===== config.mk =====
export PLATFORM = sky130hd
export DESIGN_NAME = surface_decoder_top
export DESIGN_NICKNAME = d
export VERILOG_FILES = /design/src/logic/decoder_pkg.sv /design/src/logic/pu_if.sv /design/src/logic/stage_sequencer.sv /design/src/logic/processing_unit.sv /design/src/logic/neighbor_link.sv /design/src/logic/surface_decoder_top.sv
export SDC_FILE = /design/constraint.sdc
export NUM_CORES = 2
export LEC_CHECK = 0
export BUFFER_PORTS_ARGS = -buffer_cell sky130_fd_sc_hd__buf_4
export CORE_UTILIZATION = 50
export DETAILED_ROUTE_END_ITERATION = 8
export PLACE_DENSITY = 0.7
export SYNTH_ARGS = -nofsm -noshare
export SYNTH_HDL_FRONTEND = slang
export SYNTH_SLANG_ARGS = --single-unit

===== constraint.sdc =====
create_clock -name clk -period 9.92 [get_ports clk]
set_input_delay 0.496 -clock clk [delete_from_list [all_inputs] [get_ports clk]]
set_output_delay 0.496 -clock clk [all_outputs]
set_load 0.01 [all_outputs]

===== src/logic/decoder_pkg.sv =====
`default_nettype none

package decoder_pkg;

    // stage code, driven by the sequencer and decoded in every unit and link
    localparam int STAGE_WIDTH = 3;

    localparam logic [STAGE_WIDTH-1:0] STAGE_IDLE  = STAGE_WIDTH'(0);
    localparam logic [STAGE_WIDTH-1:0] STAGE_LOAD  = STAGE_WIDTH'(1);
    localparam logic [STAGE_WIDTH-1:0] STAGE_GROW  = STAGE_WIDTH'(2);
    localparam logic [STAGE_WIDTH-1:0] STAGE_MERGE = STAGE_WIDTH'(3);

    // growth counters in links and boundaries, costs up to 15
    localparam int GROWTH_WIDTH = 4;

endpackage

`default_nettype wire


===== src/logic/pu_if.sv =====
`timescale 1ns/10ps
`default_nettype none

interface pu_if #(
    parameter int ADDRESS_WIDTH = 5
);

    // own state of the unit
    logic [ADDRESS_WIDTH-1:0] root;
    logic                     active;

    // entries: up-i, down-i, up-j, down-j, up-k, down-k
    logic [5:0][ADDRESS_WIDTH-1:0] neighbor_root;
    logic [5:0]                    neighbor_active;
    logic [5:0]                    neighbor_grown;

    modport unit (
        output root,
        output active,
        input  neighbor_root,
        input  neighbor_active,
        input  neighbor_grown
    );

    // lattice wiring side
    modport fabric (
        input  root,
        input  active,
        output neighbor_root,
        output neighbor_active,
        output neighbor_grown
    );

endinterface

`default_nettype wire


===== src/logic/stage_sequencer.sv =====
`timescale 1ns/10ps
`default_nettype none

module stage_sequencer #(
    parameter int PU_COUNT    = 27,
    parameter int GROW_ROUNDS = 4
) (
    input  logic                                clk,
    input  logic                                reset,
    input  logic                                start_i,
    input  logic [PU_COUNT-1:0]                 root_changed_i,
    output logic [decoder_pkg::STAGE_WIDTH-1:0] stage_o,
    output logic                                busy_o,
    output logic                                done_o
);

    import decoder_pkg::*;

    localparam int ROUND_WIDTH = $clog2(GROW_ROUNDS) + 1;
    localparam logic [ROUND_WIDTH-1:0] LAST_ROUND = ROUND_WIDTH'(GROW_ROUNDS - 1);

    // merge never ends before its second cycle
    localparam int MIN_MERGE_CYCLES = 2;
    localparam int MERGE_WIDTH = $clog2(MIN_MERGE_CYCLES);
    localparam logic [MERGE_WIDTH-1:0] MERGE_SETTLED = MERGE_WIDTH'(MIN_MERGE_CYCLES - 1);

    logic [STAGE_WIDTH-1:0] stage_q;
    logic [ROUND_WIDTH-1:0] round_count;
    logic [MERGE_WIDTH-1:0] merge_count;
    logic                   changed_q;
    logic                   done_q;

    always_ff @(posedge clk) begin
        if (reset) begin
            stage_q     <= STAGE_IDLE;
            round_count <= '0;
            merge_count <= '0;
            changed_q   <= 1'b0;
            done_q      <= 1'b0;
        end else begin
            done_q    <= 1'b0;
            // any unit that moved its root last cycle
            changed_q <= |root_changed_i;
            case (stage_q)
                STAGE_IDLE: begin
                    if (start_i) begin
                        stage_q <= STAGE_LOAD;
                    end
                end
                STAGE_LOAD: begin
                    stage_q     <= STAGE_GROW;
                    round_count <= '0;
                end
                STAGE_GROW: begin
                    stage_q     <= STAGE_MERGE;
                    merge_count <= '0;
                end
                STAGE_MERGE: begin
                    if (merge_count < MERGE_SETTLED) begin
                        merge_count <= merge_count + 1'b1;
                    end else if (!changed_q) begin
                        if (round_count == LAST_ROUND) begin
                            stage_q <= STAGE_IDLE;
                            done_q  <= 1'b1;
                        end else begin
                            stage_q     <= STAGE_GROW;
                            round_count <= round_count + 1'b1;
                        end
                    end
                end
                default: begin
                    stage_q <= STAGE_IDLE;
                end
            endcase
        end
    end

    assign stage_o = stage_q;
    assign busy_o  = (stage_q != STAGE_IDLE);
    assign done_o  = done_q;

endmodule

`default_nettype wire


===== src/logic/processing_unit.sv =====
`timescale 1ns/10ps
`default_nettype none

module processing_unit #(
    parameter int ADDRESS_WIDTH = 5,
    parameter int MY_ADDRESS    = 0,
    parameter int ON_BOUNDARY   = 0,
    parameter int BOUNDARY_COST = 6
) (
    input  logic                                clk,
    input  logic                                reset,
    input  logic [decoder_pkg::STAGE_WIDTH-1:0] stage_i,
    input  logic                                syndrome_i,
    pu_if.unit                                  nbr,
    output logic                                root_changed_o,
    output logic                                touching_boundary_o
);

    import decoder_pkg::*;

    localparam logic [ADDRESS_WIDTH-1:0] OWN_ROOT = ADDRESS_WIDTH'(MY_ADDRESS);

    logic [ADDRESS_WIDTH-1:0] root_q;
    logic [ADDRESS_WIDTH-1:0] merged_root;
    logic                     active_q;
    logic                     merged_active;

    // smallest root and combined activity over fully grown links
    always_comb begin
        merged_root   = root_q;
        merged_active = active_q;
        for (int d = 0; d < 6; d++) begin
            if (nbr.neighbor_grown[d]) begin
                if (nbr.neighbor_root[d] < merged_root) begin
                    merged_root = nbr.neighbor_root[d];
                end
                merged_active = merged_active | nbr.neighbor_active[d];
            end
        end
    end

    always_ff @(posedge clk) begin
        if (reset) begin
            root_q   <= OWN_ROOT;
            active_q <= 1'b0;
        end else if (stage_i == STAGE_LOAD) begin
            root_q   <= OWN_ROOT;
            active_q <= syndrome_i;
        end else if (stage_i == STAGE_MERGE) begin
            root_q   <= merged_root;
            active_q <= merged_active;
        end
    end

    // root moves in this merge cycle
    assign root_changed_o = (stage_i == STAGE_MERGE) && (merged_root != root_q);

    assign nbr.root   = root_q;
    assign nbr.active = active_q;

    if (ON_BOUNDARY != 0) begin : g_boundary
        localparam logic [GROWTH_WIDTH-1:0] BOUNDARY_LIMIT = GROWTH_WIDTH'(BOUNDARY_COST);

        logic [GROWTH_WIDTH-1:0] boundary_growth;

        always_ff @(posedge clk) begin
            if (reset) begin
                boundary_growth <= '0;
            end else if (stage_i == STAGE_LOAD) begin
                boundary_growth <= '0;
            end else if (stage_i == STAGE_GROW && active_q &&
                         boundary_growth != BOUNDARY_LIMIT) begin
                boundary_growth <= boundary_growth + 1'b1;
            end
        end

        assign touching_boundary_o = (boundary_growth == BOUNDARY_LIMIT);
    end else begin : g_interior
        // no boundary edge at this site
        assign touching_boundary_o = 1'b0;
    end

endmodule

`default_nettype wire


===== src/logic/neighbor_link.sv =====
`timescale 1ns/10ps
`default_nettype none

module neighbor_link #(
    parameter int LENGTH = 2
) (
    input  logic                                clk,
    input  logic                                reset,
    input  logic [decoder_pkg::STAGE_WIDTH-1:0] stage_i,
    input  logic                                a_active_i,
    input  logic                                b_active_i,
    output logic                                fully_grown_o
);

    import decoder_pkg::*;

    localparam logic [GROWTH_WIDTH-1:0] FULL_LENGTH = GROWTH_WIDTH'(LENGTH);

    logic [GROWTH_WIDTH-1:0] growth;
    logic [GROWTH_WIDTH:0]   grown_sum;
    logic [GROWTH_WIDTH-1:0] growth_next;

    // one step per active end, one spare bit before saturation
    always_comb begin
        grown_sum = {1'b0, growth}
                  + {{GROWTH_WIDTH{1'b0}}, a_active_i}
                  + {{GROWTH_WIDTH{1'b0}}, b_active_i};
        if (grown_sum >= {1'b0, FULL_LENGTH}) begin
            growth_next = FULL_LENGTH;
        end else begin
            growth_next = grown_sum[GROWTH_WIDTH-1:0];
        end
    end

    always_ff @(posedge clk) begin
        if (reset) begin
            growth <= '0;
        end else if (stage_i == STAGE_LOAD) begin
            growth <= '0;
        end else if (stage_i == STAGE_GROW) begin
            growth <= growth_next;
        end
    end

    assign fully_grown_o = (growth == FULL_LENGTH);

endmodule

`default_nettype wire


===== src/logic/surface_decoder_top.sv =====
`timescale 1ns/10ps
`default_nettype none

module surface_decoder_top #(
    parameter int CODE_DISTANCE_X = 3,
    parameter int CODE_DISTANCE_Z = 3,
    parameter int WEIGHT_X        = 3,
    parameter int WEIGHT_Z        = 1,
    parameter int WEIGHT_UD       = 1,
    parameter int GROW_ROUNDS     = 4,
    localparam int MEASUREMENT_ROUNDS =
        (CODE_DISTANCE_X > CODE_DISTANCE_Z) ? CODE_DISTANCE_X : CODE_DISTANCE_Z,
    localparam int PU_COUNT      = CODE_DISTANCE_X * CODE_DISTANCE_Z * MEASUREMENT_ROUNDS,
    localparam int ADDRESS_WIDTH = $clog2(PU_COUNT)
) (
    input  logic                              clk,
    input  logic                              reset,
    input  logic                              start_i,
    input  logic [PU_COUNT-1:0]               syndrome_i,
    output logic [PU_COUNT*ADDRESS_WIDTH-1:0] roots_o,
    output logic [PU_COUNT-1:0]               touching_boundary_o,
    output logic                              busy_o,
    output logic                              done_o
);

    import decoder_pkg::*;

    localparam int LAYER_SIZE    = CODE_DISTANCE_X * CODE_DISTANCE_Z;
    localparam int BOUNDARY_COST = 2 * WEIGHT_X;

    logic [STAGE_WIDTH-1:0]                 stage;
    logic [PU_COUNT-1:0]                    root_changed;
    logic [PU_COUNT-1:0][ADDRESS_WIDTH-1:0] unit_root;
    logic [PU_COUNT-1:0]                    unit_active;
    // link state, indexed by the lower end of each edge
    logic [PU_COUNT-1:0]                    grown_i;
    logic [PU_COUNT-1:0]                    grown_j;
    logic [PU_COUNT-1:0]                    grown_k;

    stage_sequencer #(
        .PU_COUNT   (PU_COUNT),
        .GROW_ROUNDS(GROW_ROUNDS)
    ) u_stage_sequencer (
        .clk           (clk),
        .reset         (reset),
        .start_i       (start_i),
        .root_changed_i(root_changed),
        .stage_o       (stage),
        .busy_o        (busy_o),
        .done_o        (done_o)
    );

    assign roots_o = unit_root;

    for (genvar k = 0; k < MEASUREMENT_ROUNDS; k++) begin : g_k
        for (genvar i = 0; i < CODE_DISTANCE_X; i++) begin : g_i
            for (genvar j = 0; j < CODE_DISTANCE_Z; j++) begin : g_j
                localparam int ADDR = k * LAYER_SIZE + i * CODE_DISTANCE_Z + j;

                pu_if #(.ADDRESS_WIDTH(ADDRESS_WIDTH)) u_pu_if ();

                processing_unit #(
                    .ADDRESS_WIDTH(ADDRESS_WIDTH),
                    .MY_ADDRESS   (ADDR),
                    .ON_BOUNDARY  ((i == 0 || i == CODE_DISTANCE_X - 1) ? 1 : 0),
                    .BOUNDARY_COST(BOUNDARY_COST)
                ) u_processing_unit (
                    .clk                (clk),
                    .reset              (reset),
                    .stage_i            (stage),
                    .syndrome_i         (syndrome_i[ADDR]),
                    .nbr                (u_pu_if.unit),
                    .root_changed_o     (root_changed[ADDR]),
                    .touching_boundary_o(touching_boundary_o[ADDR])
                );

                assign unit_root[ADDR]   = u_pu_if.root;
                assign unit_active[ADDR] = u_pu_if.active;

                if (i < CODE_DISTANCE_X - 1) begin : g_up_i
                    neighbor_link #(.LENGTH(2 * WEIGHT_X)) u_link_i (
                        .clk          (clk),
                        .reset        (reset),
                        .stage_i      (stage),
                        .a_active_i   (unit_active[ADDR]),
                        .b_active_i   (unit_active[ADDR + CODE_DISTANCE_Z]),
                        .fully_grown_o(grown_i[ADDR])
                    );
                    assign u_pu_if.neighbor_root[0]   = unit_root[ADDR + CODE_DISTANCE_Z];
                    assign u_pu_if.neighbor_active[0] = unit_active[ADDR + CODE_DISTANCE_Z];
                    assign u_pu_if.neighbor_grown[0]  = grown_i[ADDR];
                end else begin : g_edge_up_i
                    assign grown_i[ADDR]              = 1'b0;
                    assign u_pu_if.neighbor_root[0]   = '0;
                    assign u_pu_if.neighbor_active[0] = 1'b0;
                    assign u_pu_if.neighbor_grown[0]  = 1'b0;
                end

                if (i > 0) begin : g_down_i
                    assign u_pu_if.neighbor_root[1]   = unit_root[ADDR - CODE_DISTANCE_Z];
                    assign u_pu_if.neighbor_active[1] = unit_active[ADDR - CODE_DISTANCE_Z];
                    assign u_pu_if.neighbor_grown[1]  = grown_i[ADDR - CODE_DISTANCE_Z];
                end else begin : g_edge_down_i
                    assign u_pu_if.neighbor_root[1]   = '0;
                    assign u_pu_if.neighbor_active[1] = 1'b0;
                    assign u_pu_if.neighbor_grown[1]  = 1'b0;
                end

                if (j < CODE_DISTANCE_Z - 1) begin : g_up_j
                    neighbor_link #(.LENGTH(2 * WEIGHT_Z)) u_link_j (
                        .clk          (clk),
                        .reset        (reset),
                        .stage_i      (stage),
                        .a_active_i   (unit_active[ADDR]),
                        .b_active_i   (unit_active[ADDR + 1]),
                        .fully_grown_o(grown_j[ADDR])
                    );
                    assign u_pu_if.neighbor_root[2]   = unit_root[ADDR + 1];
                    assign u_pu_if.neighbor_active[2] = unit_active[ADDR + 1];
                    assign u_pu_if.neighbor_grown[2]  = grown_j[ADDR];
                end else begin : g_edge_up_j
                    assign grown_j[ADDR]              = 1'b0;
                    assign u_pu_if.neighbor_root[2]   = '0;
                    assign u_pu_if.neighbor_active[2] = 1'b0;
                    assign u_pu_if.neighbor_grown[2]  = 1'b0;
                end

                if (j > 0) begin : g_down_j
                    assign u_pu_if.neighbor_root[3]   = unit_root[ADDR - 1];
                    assign u_pu_if.neighbor_active[3] = unit_active[ADDR - 1];
                    assign u_pu_if.neighbor_grown[3]  = grown_j[ADDR - 1];
                end else begin : g_edge_down_j
                    assign u_pu_if.neighbor_root[3]   = '0;
                    assign u_pu_if.neighbor_active[3] = 1'b0;
                    assign u_pu_if.neighbor_grown[3]  = 1'b0;
                end

                // measurement rounds, stacked in k
                if (k < MEASUREMENT_ROUNDS - 1) begin : g_up_k
                    neighbor_link #(.LENGTH(2 * WEIGHT_UD)) u_link_k (
                        .clk          (clk),
                        .reset        (reset),
                        .stage_i      (stage),
                        .a_active_i   (unit_active[ADDR]),
                        .b_active_i   (unit_active[ADDR + LAYER_SIZE]),
                        .fully_grown_o(grown_k[ADDR])
                    );
                    assign u_pu_if.neighbor_root[4]   = unit_root[ADDR + LAYER_SIZE];
                    assign u_pu_if.neighbor_active[4] = unit_active[ADDR + LAYER_SIZE];
                    assign u_pu_if.neighbor_grown[4]  = grown_k[ADDR];
                end else begin : g_edge_up_k
                    assign grown_k[ADDR]              = 1'b0;
                    assign u_pu_if.neighbor_root[4]   = '0;
                    assign u_pu_if.neighbor_active[4] = 1'b0;
                    assign u_pu_if.neighbor_grown[4]  = 1'b0;
                end

                if (k > 0) begin : g_down_k
                    assign u_pu_if.neighbor_root[5]   = unit_root[ADDR - LAYER_SIZE];
                    assign u_pu_if.neighbor_active[5] = unit_active[ADDR - LAYER_SIZE];
                    assign u_pu_if.neighbor_grown[5]  = grown_k[ADDR - LAYER_SIZE];
                end else begin : g_edge_down_k
                    assign u_pu_if.neighbor_root[5]   = '0;
                    assign u_pu_if.neighbor_active[5] = 1'b0;
                    assign u_pu_if.neighbor_grown[5]  = 1'b0;
                end
            end
        end
    end

endmodule

`default_nettype wire


Yosys cells after proc, flatten, opt, wreduce, memory -nomap -nowiden --
Index checks and enable logic that the tools add are counted.
Cells by class: reduce and logical (&&, ||, !) cells 73, magnitude comparators 163, muxes and demuxes 444, $add $sub $neg 128, equal/unequal tests 126, bitwise logic cells 100
Operators with widths (count):
- two-way mux 5 bit | 216
- < comparator 5 bit | 108
- adder 4 x 1 -> 5 bit | 54
- adder 5 x 1 -> 5 bit | 54
- two-way mux 4 bit | 54
- >= comparator 5 x 2 -> 1 bit, second input constant | 36
- two-way mux 1 bit | 164
- equality test 4 x 2 -> 1 bit, second input constant | 36
- equality test 4 x 3 -> 1 bit, second input constant | 36
- != test 5 bit | 27
- OR 1 bit | 99
- >= comparator 5 x 3 -> 1 bit, second input constant | 18
- adder 4 x 1 -> 4 bit, second input constant | 18
- != test 4 x 3 -> 1 bit, second input constant | 18
- logical AND 1 bit | 63
- OR reduction 27 bit | 1
- two-way mux 3 bit | 6
- one-hot mux 3 bit (4 select lines) | 1
- != test 2 bit, second input constant | 5
- equality test 3 x 2 -> 1 bit, second input constant | 3
- one-hot mux 3 bit (2 select lines) | 1
- AND reduction 4 bit | 1
- nonzero test 2 bit | 2
- OR reduction 4 bit | 1
- 12 further kinds | 12
Word-level totals: input bits 30, output and inout bits 164, register bits after elaboration 459, logic and storage cells 1165

Depth between registers and ports, before layout --
depth in word-level cells 21, depth in mapped cells 52, mapped depth without buffers 48

By module --
From an unflattened synthesis, not the netlist that was laid out.
Unflattened totals: cell total of the unflattened synthesis 8353, area, all modules 65262.6 um2
By module, submodules not included:
- neighbor_link at g_k[0].g_i[0].g_j[0].g_up_j.u_link_j ... | sequential area each 80.1 um2, instances 36, cells each 33, area each 264.0 um2
- neighbor_link at g_k[0].g_i[0].g_j[0].g_up_i.u_link_i ... | sequential area each 80.1 um2, instances 18, cells each 33, area each 274.0 um2
- processing_unit at g_k[1].g_i[2].g_j[2].u_processing_unit ... | sequential area each 200.2 um2, instances 2, cells each 242, area each 1903.1 um2
- processing_unit at g_k[2].g_i[2].g_j[1].u_processing_unit | sequential area each 200.2 um2, instances 1, cells each 292, area each 2185.8 um2
- processing_unit at g_k[2].g_i[2].g_j[2].u_processing_unit | sequential area each 200.2 um2, instances 1, cells each 270, area each 2065.7 um2
- processing_unit at g_k[1].g_i[0].g_j[0].u_processing_unit | sequential area each 200.2 um2, instances 1, cells each 244, area each 1954.4 um2
- processing_unit at g_k[2].g_i[0].g_j[2].u_processing_unit | sequential area each 200.2 um2, instances 1, cells each 243, area each 1946.9 um2
- processing_unit at g_k[0].g_i[2].g_j[1].u_processing_unit | sequential area each 200.2 um2, instances 1, cells each 242, area each 1926.8 um2
- processing_unit at g_k[1].g_i[0].g_j[2].u_processing_unit | sequential area each 200.2 um2, instances 1, cells each 244, area each 1918.1 um2
- processing_unit at g_k[0].g_i[2].g_j[0].u_processing_unit | sequential area each 200.2 um2, instances 1, cells each 243, area each 1901.8 um2
- processing_unit at g_k[1].g_i[1].g_j[0].u_processing_unit | sequential area each 120.1 um2, instances 1, cells each 247, area each 1893.1 um2
- processing_unit at g_k[0].g_i[0].g_j[1].u_processing_unit | sequential area each 200.2 um2, instances 1, cells each 242, area each 1891.8 um2
- processing_unit at g_k[2].g_i[0].g_j[0].u_processing_unit | sequential area each 200.2 um2, instances 1, cells each 241, area each 1881.8 um2
- processing_unit at g_k[0].g_i[0].g_j[2].u_processing_unit | sequential area each 200.2 um2, instances 1, cells each 241, area each 1864.3 um2
- 16 more rows

Least setup slack after synthesis --
No wires, ideal clock.
kind register to register, start point reg g_k[1].g_i[0].g_j[1].u_processing_unit.root_q[1], end point reg u_stage_sequencer.changed_q, period minus slack after synthesis 9.971 ns, arrival 9.856 ns, stages on the path, launching flop included 47, path buffers 4, setup slack -0.051 ns, library setup time 0.115 ns, data required time 9.805 ns, cells stage by stage dfxtp_1 -> buf_2 -> clkinv_1 -> ha_1 -> a21o_1 -> a21o_1 -> a21oi_1 -> o21a_1 -> clkbuf_1 -> nor2_1 -> a21oi_1 -> ha_1 -> a21o_1 -> a211oi_1 -> nand2_1 -> or2_2 -> a21oi_1 -> inv_1 -> [11 not listed] -> nand2_1 -> a31oi_1 -> mux2_2 -> ha_1 -> a21o_1 -> a21oi_1 -> nand2_1 -> a211o_1 -> a311oi_1 -> clkbuf_1 -> mux2i_1 -> xnor2_1 -> o2111a_1 -> and4_1 -> nand4_1 -> nor4_1 -> nand3_1 -> o21a_1
Between the ends: word-level cells in the longest chain between the ends 18, elaborated cells between the ends (all ways) 67, classes of those cells order compare: 18; eq/ne: 6; mux: 36; reduce/logical: 7
Ends and longest elaborated chain:
- start, declared | RTL line processing_unit.sv:23 | logic [ADDRESS_WIDTH-1:0] root_q;
- start signal, assigned | RTL line processing_unit.sv:50 | root_q <= merged_root;
- < comparator 5 bit | RTL line processing_unit.sv:34 | if (nbr.neighbor_root[d] < merged_root) begin
- two-way mux 5 bit | RTL line processing_unit.sv:34
- two-way mux 5 bit | RTL line processing_unit.sv:33 | if (nbr.neighbor_grown[d]) begin
- < comparator 5 bit | RTL line processing_unit.sv:34
- two-way mux 5 bit | RTL line processing_unit.sv:34
- two-way mux 5 bit | RTL line processing_unit.sv:33
- < comparator 5 bit | RTL line processing_unit.sv:34
- two-way mux 5 bit | RTL line processing_unit.sv:34
- [2 not listed]
- two-way mux 5 bit | RTL line processing_unit.sv:34
- two-way mux 5 bit | RTL line processing_unit.sv:33
- < comparator 5 bit | RTL line processing_unit.sv:34
- two-way mux 5 bit | RTL line processing_unit.sv:34
- two-way mux 5 bit | RTL line processing_unit.sv:33
- != test 5 bit | RTL line processing_unit.sv:56 | assign root_changed_o = (stage_i == STAGE_MERGE) && (merged_root != root_q);
- logical AND 1 bit | RTL line processing_unit.sv:56
- OR reduction 27 bit (*) | RTL line stage_sequencer.sv:43 | changed_q <= |root_changed_i;
- end signal, assigned | RTL line stage_sequencer.sv:43
- end, declared | RTL line stage_sequencer.sv:30 | logic changed_q;
Every way passes the cells marked *; elsewhere a longest branch is shown, timed or not. A chain may end at the register's enable or synchronous reset.

Worst setup path after layout --
start point reg g_k[1].g_i[2].g_j[0].u_processing_unit.root_q[1], end point reg u_stage_sequencer.changed_q
Between the ends: word-level cells in the longest chain between the ends 18, elaborated cells between the ends (all ways) 53, classes of those cells order compare: 14; eq/ne: 5; mux: 28; reduce/logical: 6
Ends and longest elaborated chain (RTL line):
- start, declared | processing_unit.sv:23
- start signal, assigned | processing_unit.sv:50
- < comparator 5 bit | processing_unit.sv:34
- two-way mux 5 bit | processing_unit.sv:34
- two-way mux 5 bit | processing_unit.sv:33
- < comparator 5 bit | processing_unit.sv:34
- two-way mux 5 bit | processing_unit.sv:34
- two-way mux 5 bit | processing_unit.sv:33
- < comparator 5 bit | processing_unit.sv:34
- two-way mux 5 bit | processing_unit.sv:34
- [2 not listed]
- two-way mux 5 bit | processing_unit.sv:34
- two-way mux 5 bit | processing_unit.sv:33
- < comparator 5 bit | processing_unit.sv:34
- two-way mux 5 bit | processing_unit.sv:34
- two-way mux 5 bit | processing_unit.sv:33
- != test 5 bit | processing_unit.sv:56
- logical AND 1 bit | processing_unit.sv:56
- OR reduction 27 bit (*) | stage_sequencer.sv:43
Marked as above.

==> impl_metrics.json <==
{
  "slowest_delay_ns": 0.44,
  "dp_hpwl_um": 131000,
  "cp_num_buf_inv": 4,
  "initial_core_util": 0.505,
  "dr.pass1.iters": 6,
  "slew_violations": 0,
  "grt_start_max_net_pins": 93,
  "status": "finished, final reports clean",
  "holdWs_ns": 0.117,
  "crit_fanout": 6,
  "ys_seq_area_frac": 0.221,
  "postRouteAntennaNets": 0,
  "antenna_found_initial": 11,
  "yosysTopAreaCell": "dfxtp_1",
  "totalPowerFinal_mw": 5.18,
  "maxCapViolations": 0,
  "synth_cell_types": 95,
  "numCtsBuffers": 58,
  "num_rows": 105,
  "synth_top_area_share": 0.221,
  "synth.area.top_cells": "dfxtp_1, ha_1, nor2_1",
  "wl_per_cell_um": 26.5,
  "vdd_ir_drop_max_mv": 0.138,
  "clockBufferDepth": 3,
  "grt_overflow": 0,
  "cts.htree.levels": 2,
  "syn_inst": 5233,
  "p_per_area_mw_per_mm2": 109,
  "fp.dieH_um": 290,
  "hp-start": "start_i",
  "dieArea_mm2": 0.0840,
  "rrSetupSlack_ns": 0.33,
  "hold_path_class": "in -> reg",
  "p_leak_nw": 20.7,
  "grt_pass1_wl_um": 255000,
  "holdPathEnd": "u_stage_sequencer.stage_o[0]",
  "crit_required_ns": 10.47,
  "vias_per_cell": 6.54,
  "hold_path_depth": 3,
  "r2r-end": "u_stage_sequencer.changed_q",
  "r2r_cells": 45,
  "cp_top_family": "compound AO/OA/AOI/OAI gates",
  "yosysWarnings": 0,
  "setup_viol": 0,
  "cp-start-kind": "flip-flop",
  "numPortBuffers": 184,
  "fmax_mhz": 104,
  "cpMostUsedCell": "o21a_1",
  "synthArstFlopShare": 0,
  "synth_edf_count": 0,
  "drcViolationCount": 0,
  "clk_pin_slew_ns": 0.07,
  "grt_usage": 0.406,
  "synth_ff_type": "dfxtp_1",
  "cpMaxStageDelayCell": "a311o_2",
  "skew_ns": 0.0317,
  "avgSynthCellArea_um2": 7.91,
  "layout-drive-gt1-share": 0.150,
  "critPathKind": "reg -> reg",
  "nets": 6065,
  "clock_latency_ns": 0.67,
  "hold_violations": 0,
  "period_minus_slack_ns": 9.59,
  "io_pins": 194,
  "fillers": 7659,
  "fin_ws_ns": 0.331,
  "routed-via-count": 43300,
  "cts.sinks": 458,
  "crit_arrival_ns": 10.14,
  "routabilityCongestion": 1.08,
  "routed_wl_um": 175000,
  "ys_ff_latch": 458,
  "slew_headroom": 0.165,
  "root_buffer": "clkbuf_16",
  "synthesis.area_mm2": 0.0414,
  "timing.final.crit_share": 0.967,
  "cp-end-kind": "flip-flop",
  "tightest_slew_ns": 1.24,
  "pre_cts_slack_ns": 0.0385,
  "die_x_um": 290,
  "dr.first_iter.drc_count": 4837,
  "grt_pass1_vias": 40100,
  "core_mm2": 0.0820,
  "cts_tree": "yes",
  "syn_to_final_growth_pct": 14.8
}
==> cell usage in the layout, fill, tap and decap left out, types with 69 or more instances in the layout <==
cell type	n
buf_4	442
ha_1	481
or2_2	69
nand2b_1	70
inv_1	430
xnor2_1	93
a211oi_1	87
o21ai_0	235
mux2i_1	146
a22oi_1	77
and2_1	121
o211ai_1	98
dfxtp_1	454
a21o_1	113
nor3_1	133
mux2_2	83
a21oi_1	299
nand2_1	271
nor2_1	608
==> report_power, final <==
part           switching [mW]  total [mW]  internal (mW)  leakage (nW)
Sequential             0.0575        1.95           1.89          3.71
Combinational           0.642       0.975          0.333          16.0
Clock                   0.932        2.26           1.32         0.979
Total                    1.63        5.18           3.55          20.7
==> registers in the layout, summed over array words and instances (netlist names) <==
name and cells:
g_k.g_i.g_j.u_processing_unit.nbr.root 135, g_k.g_i.g_j.u_processing_unit.g_boundary.boundary_growth 72, u_stage_sequencer.changed_q 1, u_stage_sequencer.merge_count 1, u_stage_sequencer.round_count 3, u_stage_sequencer.stage_o 2
g_k.g_i.g_j.g_up_k.u_link_k.growth 72, u_stage_sequencer.done_o 1, g_k.g_i.g_j.u_processing_unit.nbr.active 27, g_k.g_i.g_j.g_up_i.u_link_i.growth 72, g_k.g_i.g_j.g_up_j.u_link_j.growth 72
==> synth_stat cells (71+ instances only) <==
| library cell | instances |
|---|---|
| nor2_1 | 610 |
| ha_1 | 485 |
| dfxtp_1 | 458 |
| inv_1 | 433 |
| a21oi_1 | 307 |
| nand2_1 | 275 |
| o21ai_0 | 240 |
| clkbuf_1 | 206 |
| mux2i_1 | 151 |
| nor3_1 | 133 |
| and2_1 | 123 |
| a21o_1 | 113 |
| o211ai_1 | 98 |
| xnor2_1 | 94 |
| a211oi_1 | 93 |
| mux2_2 | 85 |
| a22oi_1 | 78 |
| nand2b_1 | 71 |
==> worst max-delay path by stage <==
stage,from,endpoint,slack [ns],depth (start not counted)
2_1_floorplan,flip-flop,u_stage_sequencer.changed_q,0.02,46
3_3_place_gp,flip-flop,u_stage_sequencer.changed_q,-0.01,46
6_report,flip-flop,u_stage_sequencer.changed_q,0.33,45
5_1_grt,flip-flop,u_stage_sequencer.changed_q,-0.06,45
3_5_place_dp,flip-flop,u_stage_sequencer.changed_q,0.04,44
4_1_cts,flip-flop,u_stage_sequencer.changed_q,0.004,44
==> kinds of logic after synthesis <==
| kind of cell | after synthesis | synth area share |
|---|---|---|
| AOI/OAI and AO/OA | 1486 | 0.249 |
| xor gates and xnor gates | 159 | 0.0340 |
| adders and majority gates | 545 | 0.174 |
| buffers and inverters | 689 | 0.0653 |
| DFF | 458 | 0.221 |
| muxes | 239 | 0.0609 |
| other | 1 | 0.0000906 |
| and+or+nand+nor | 1656 | 0.195 |
==> what timing repair did <==
action	4_1_cts	5_1_grt
hold buffers	0	0
hold endpoints to repair	0	0
endpoints found under the setup margin	0	1
buffers inserted	0	15
gates resized for setup	0	90
==> worst reg2reg max path, delay by kind of cell, from the launching register on <==
family	cells	cell delay (ns)
AO/OA/AOI/OAI	21	4.66
AND/OR/NAND/NOR	13	2.22
adder cells (fa/ha/maj)	5	1.21
multiplexers	2	0.62
buffers and inverters	4	0.45
flip-flops	1	0.32
==> stage by stage <==
stage	utilization	std cells	setup TNS, ns	area, um^2
3_3_place_gp	0.549	6490	-0.0138	45000
2_1_floorplan	-	5241	0	41400
3_5_place_dp	0.549	6490	0	45000
6_report	0.580	6616	0	47600
4_1_cts	0.574	6596	0	47000
5_1_grt	0.580	6612	-0.0584	47500
==> cell type report <==
type	instances	area, um^2	area share
Antenna cell	4	10.0	0.000211
Multi-Input combinational cell	4094	30000	0.631
Sequential cell	458	9180	0.193
Clock inverter	26	354	0.00745
Inverter	437	1640	0.0345
Clock buffer	80	1650	0.0348
Tap cell	1070	1340	0.0282
Timing Repair Buffer	447	3380	0.0710
==> routing by layer <==
metal | share of wire | GRT usage | up-vias
met5 | 0.00054 | 0 | -
met4 | 0.088 | 0.297 | 10
met3 | 0.12 | 0.112 | 772
met2 | 0.42 | 0.618 | 2589
met1 | 0.37 | 0.490 | 20300
li1 | - | - | 19600
(Power assumes the default switching activity.)
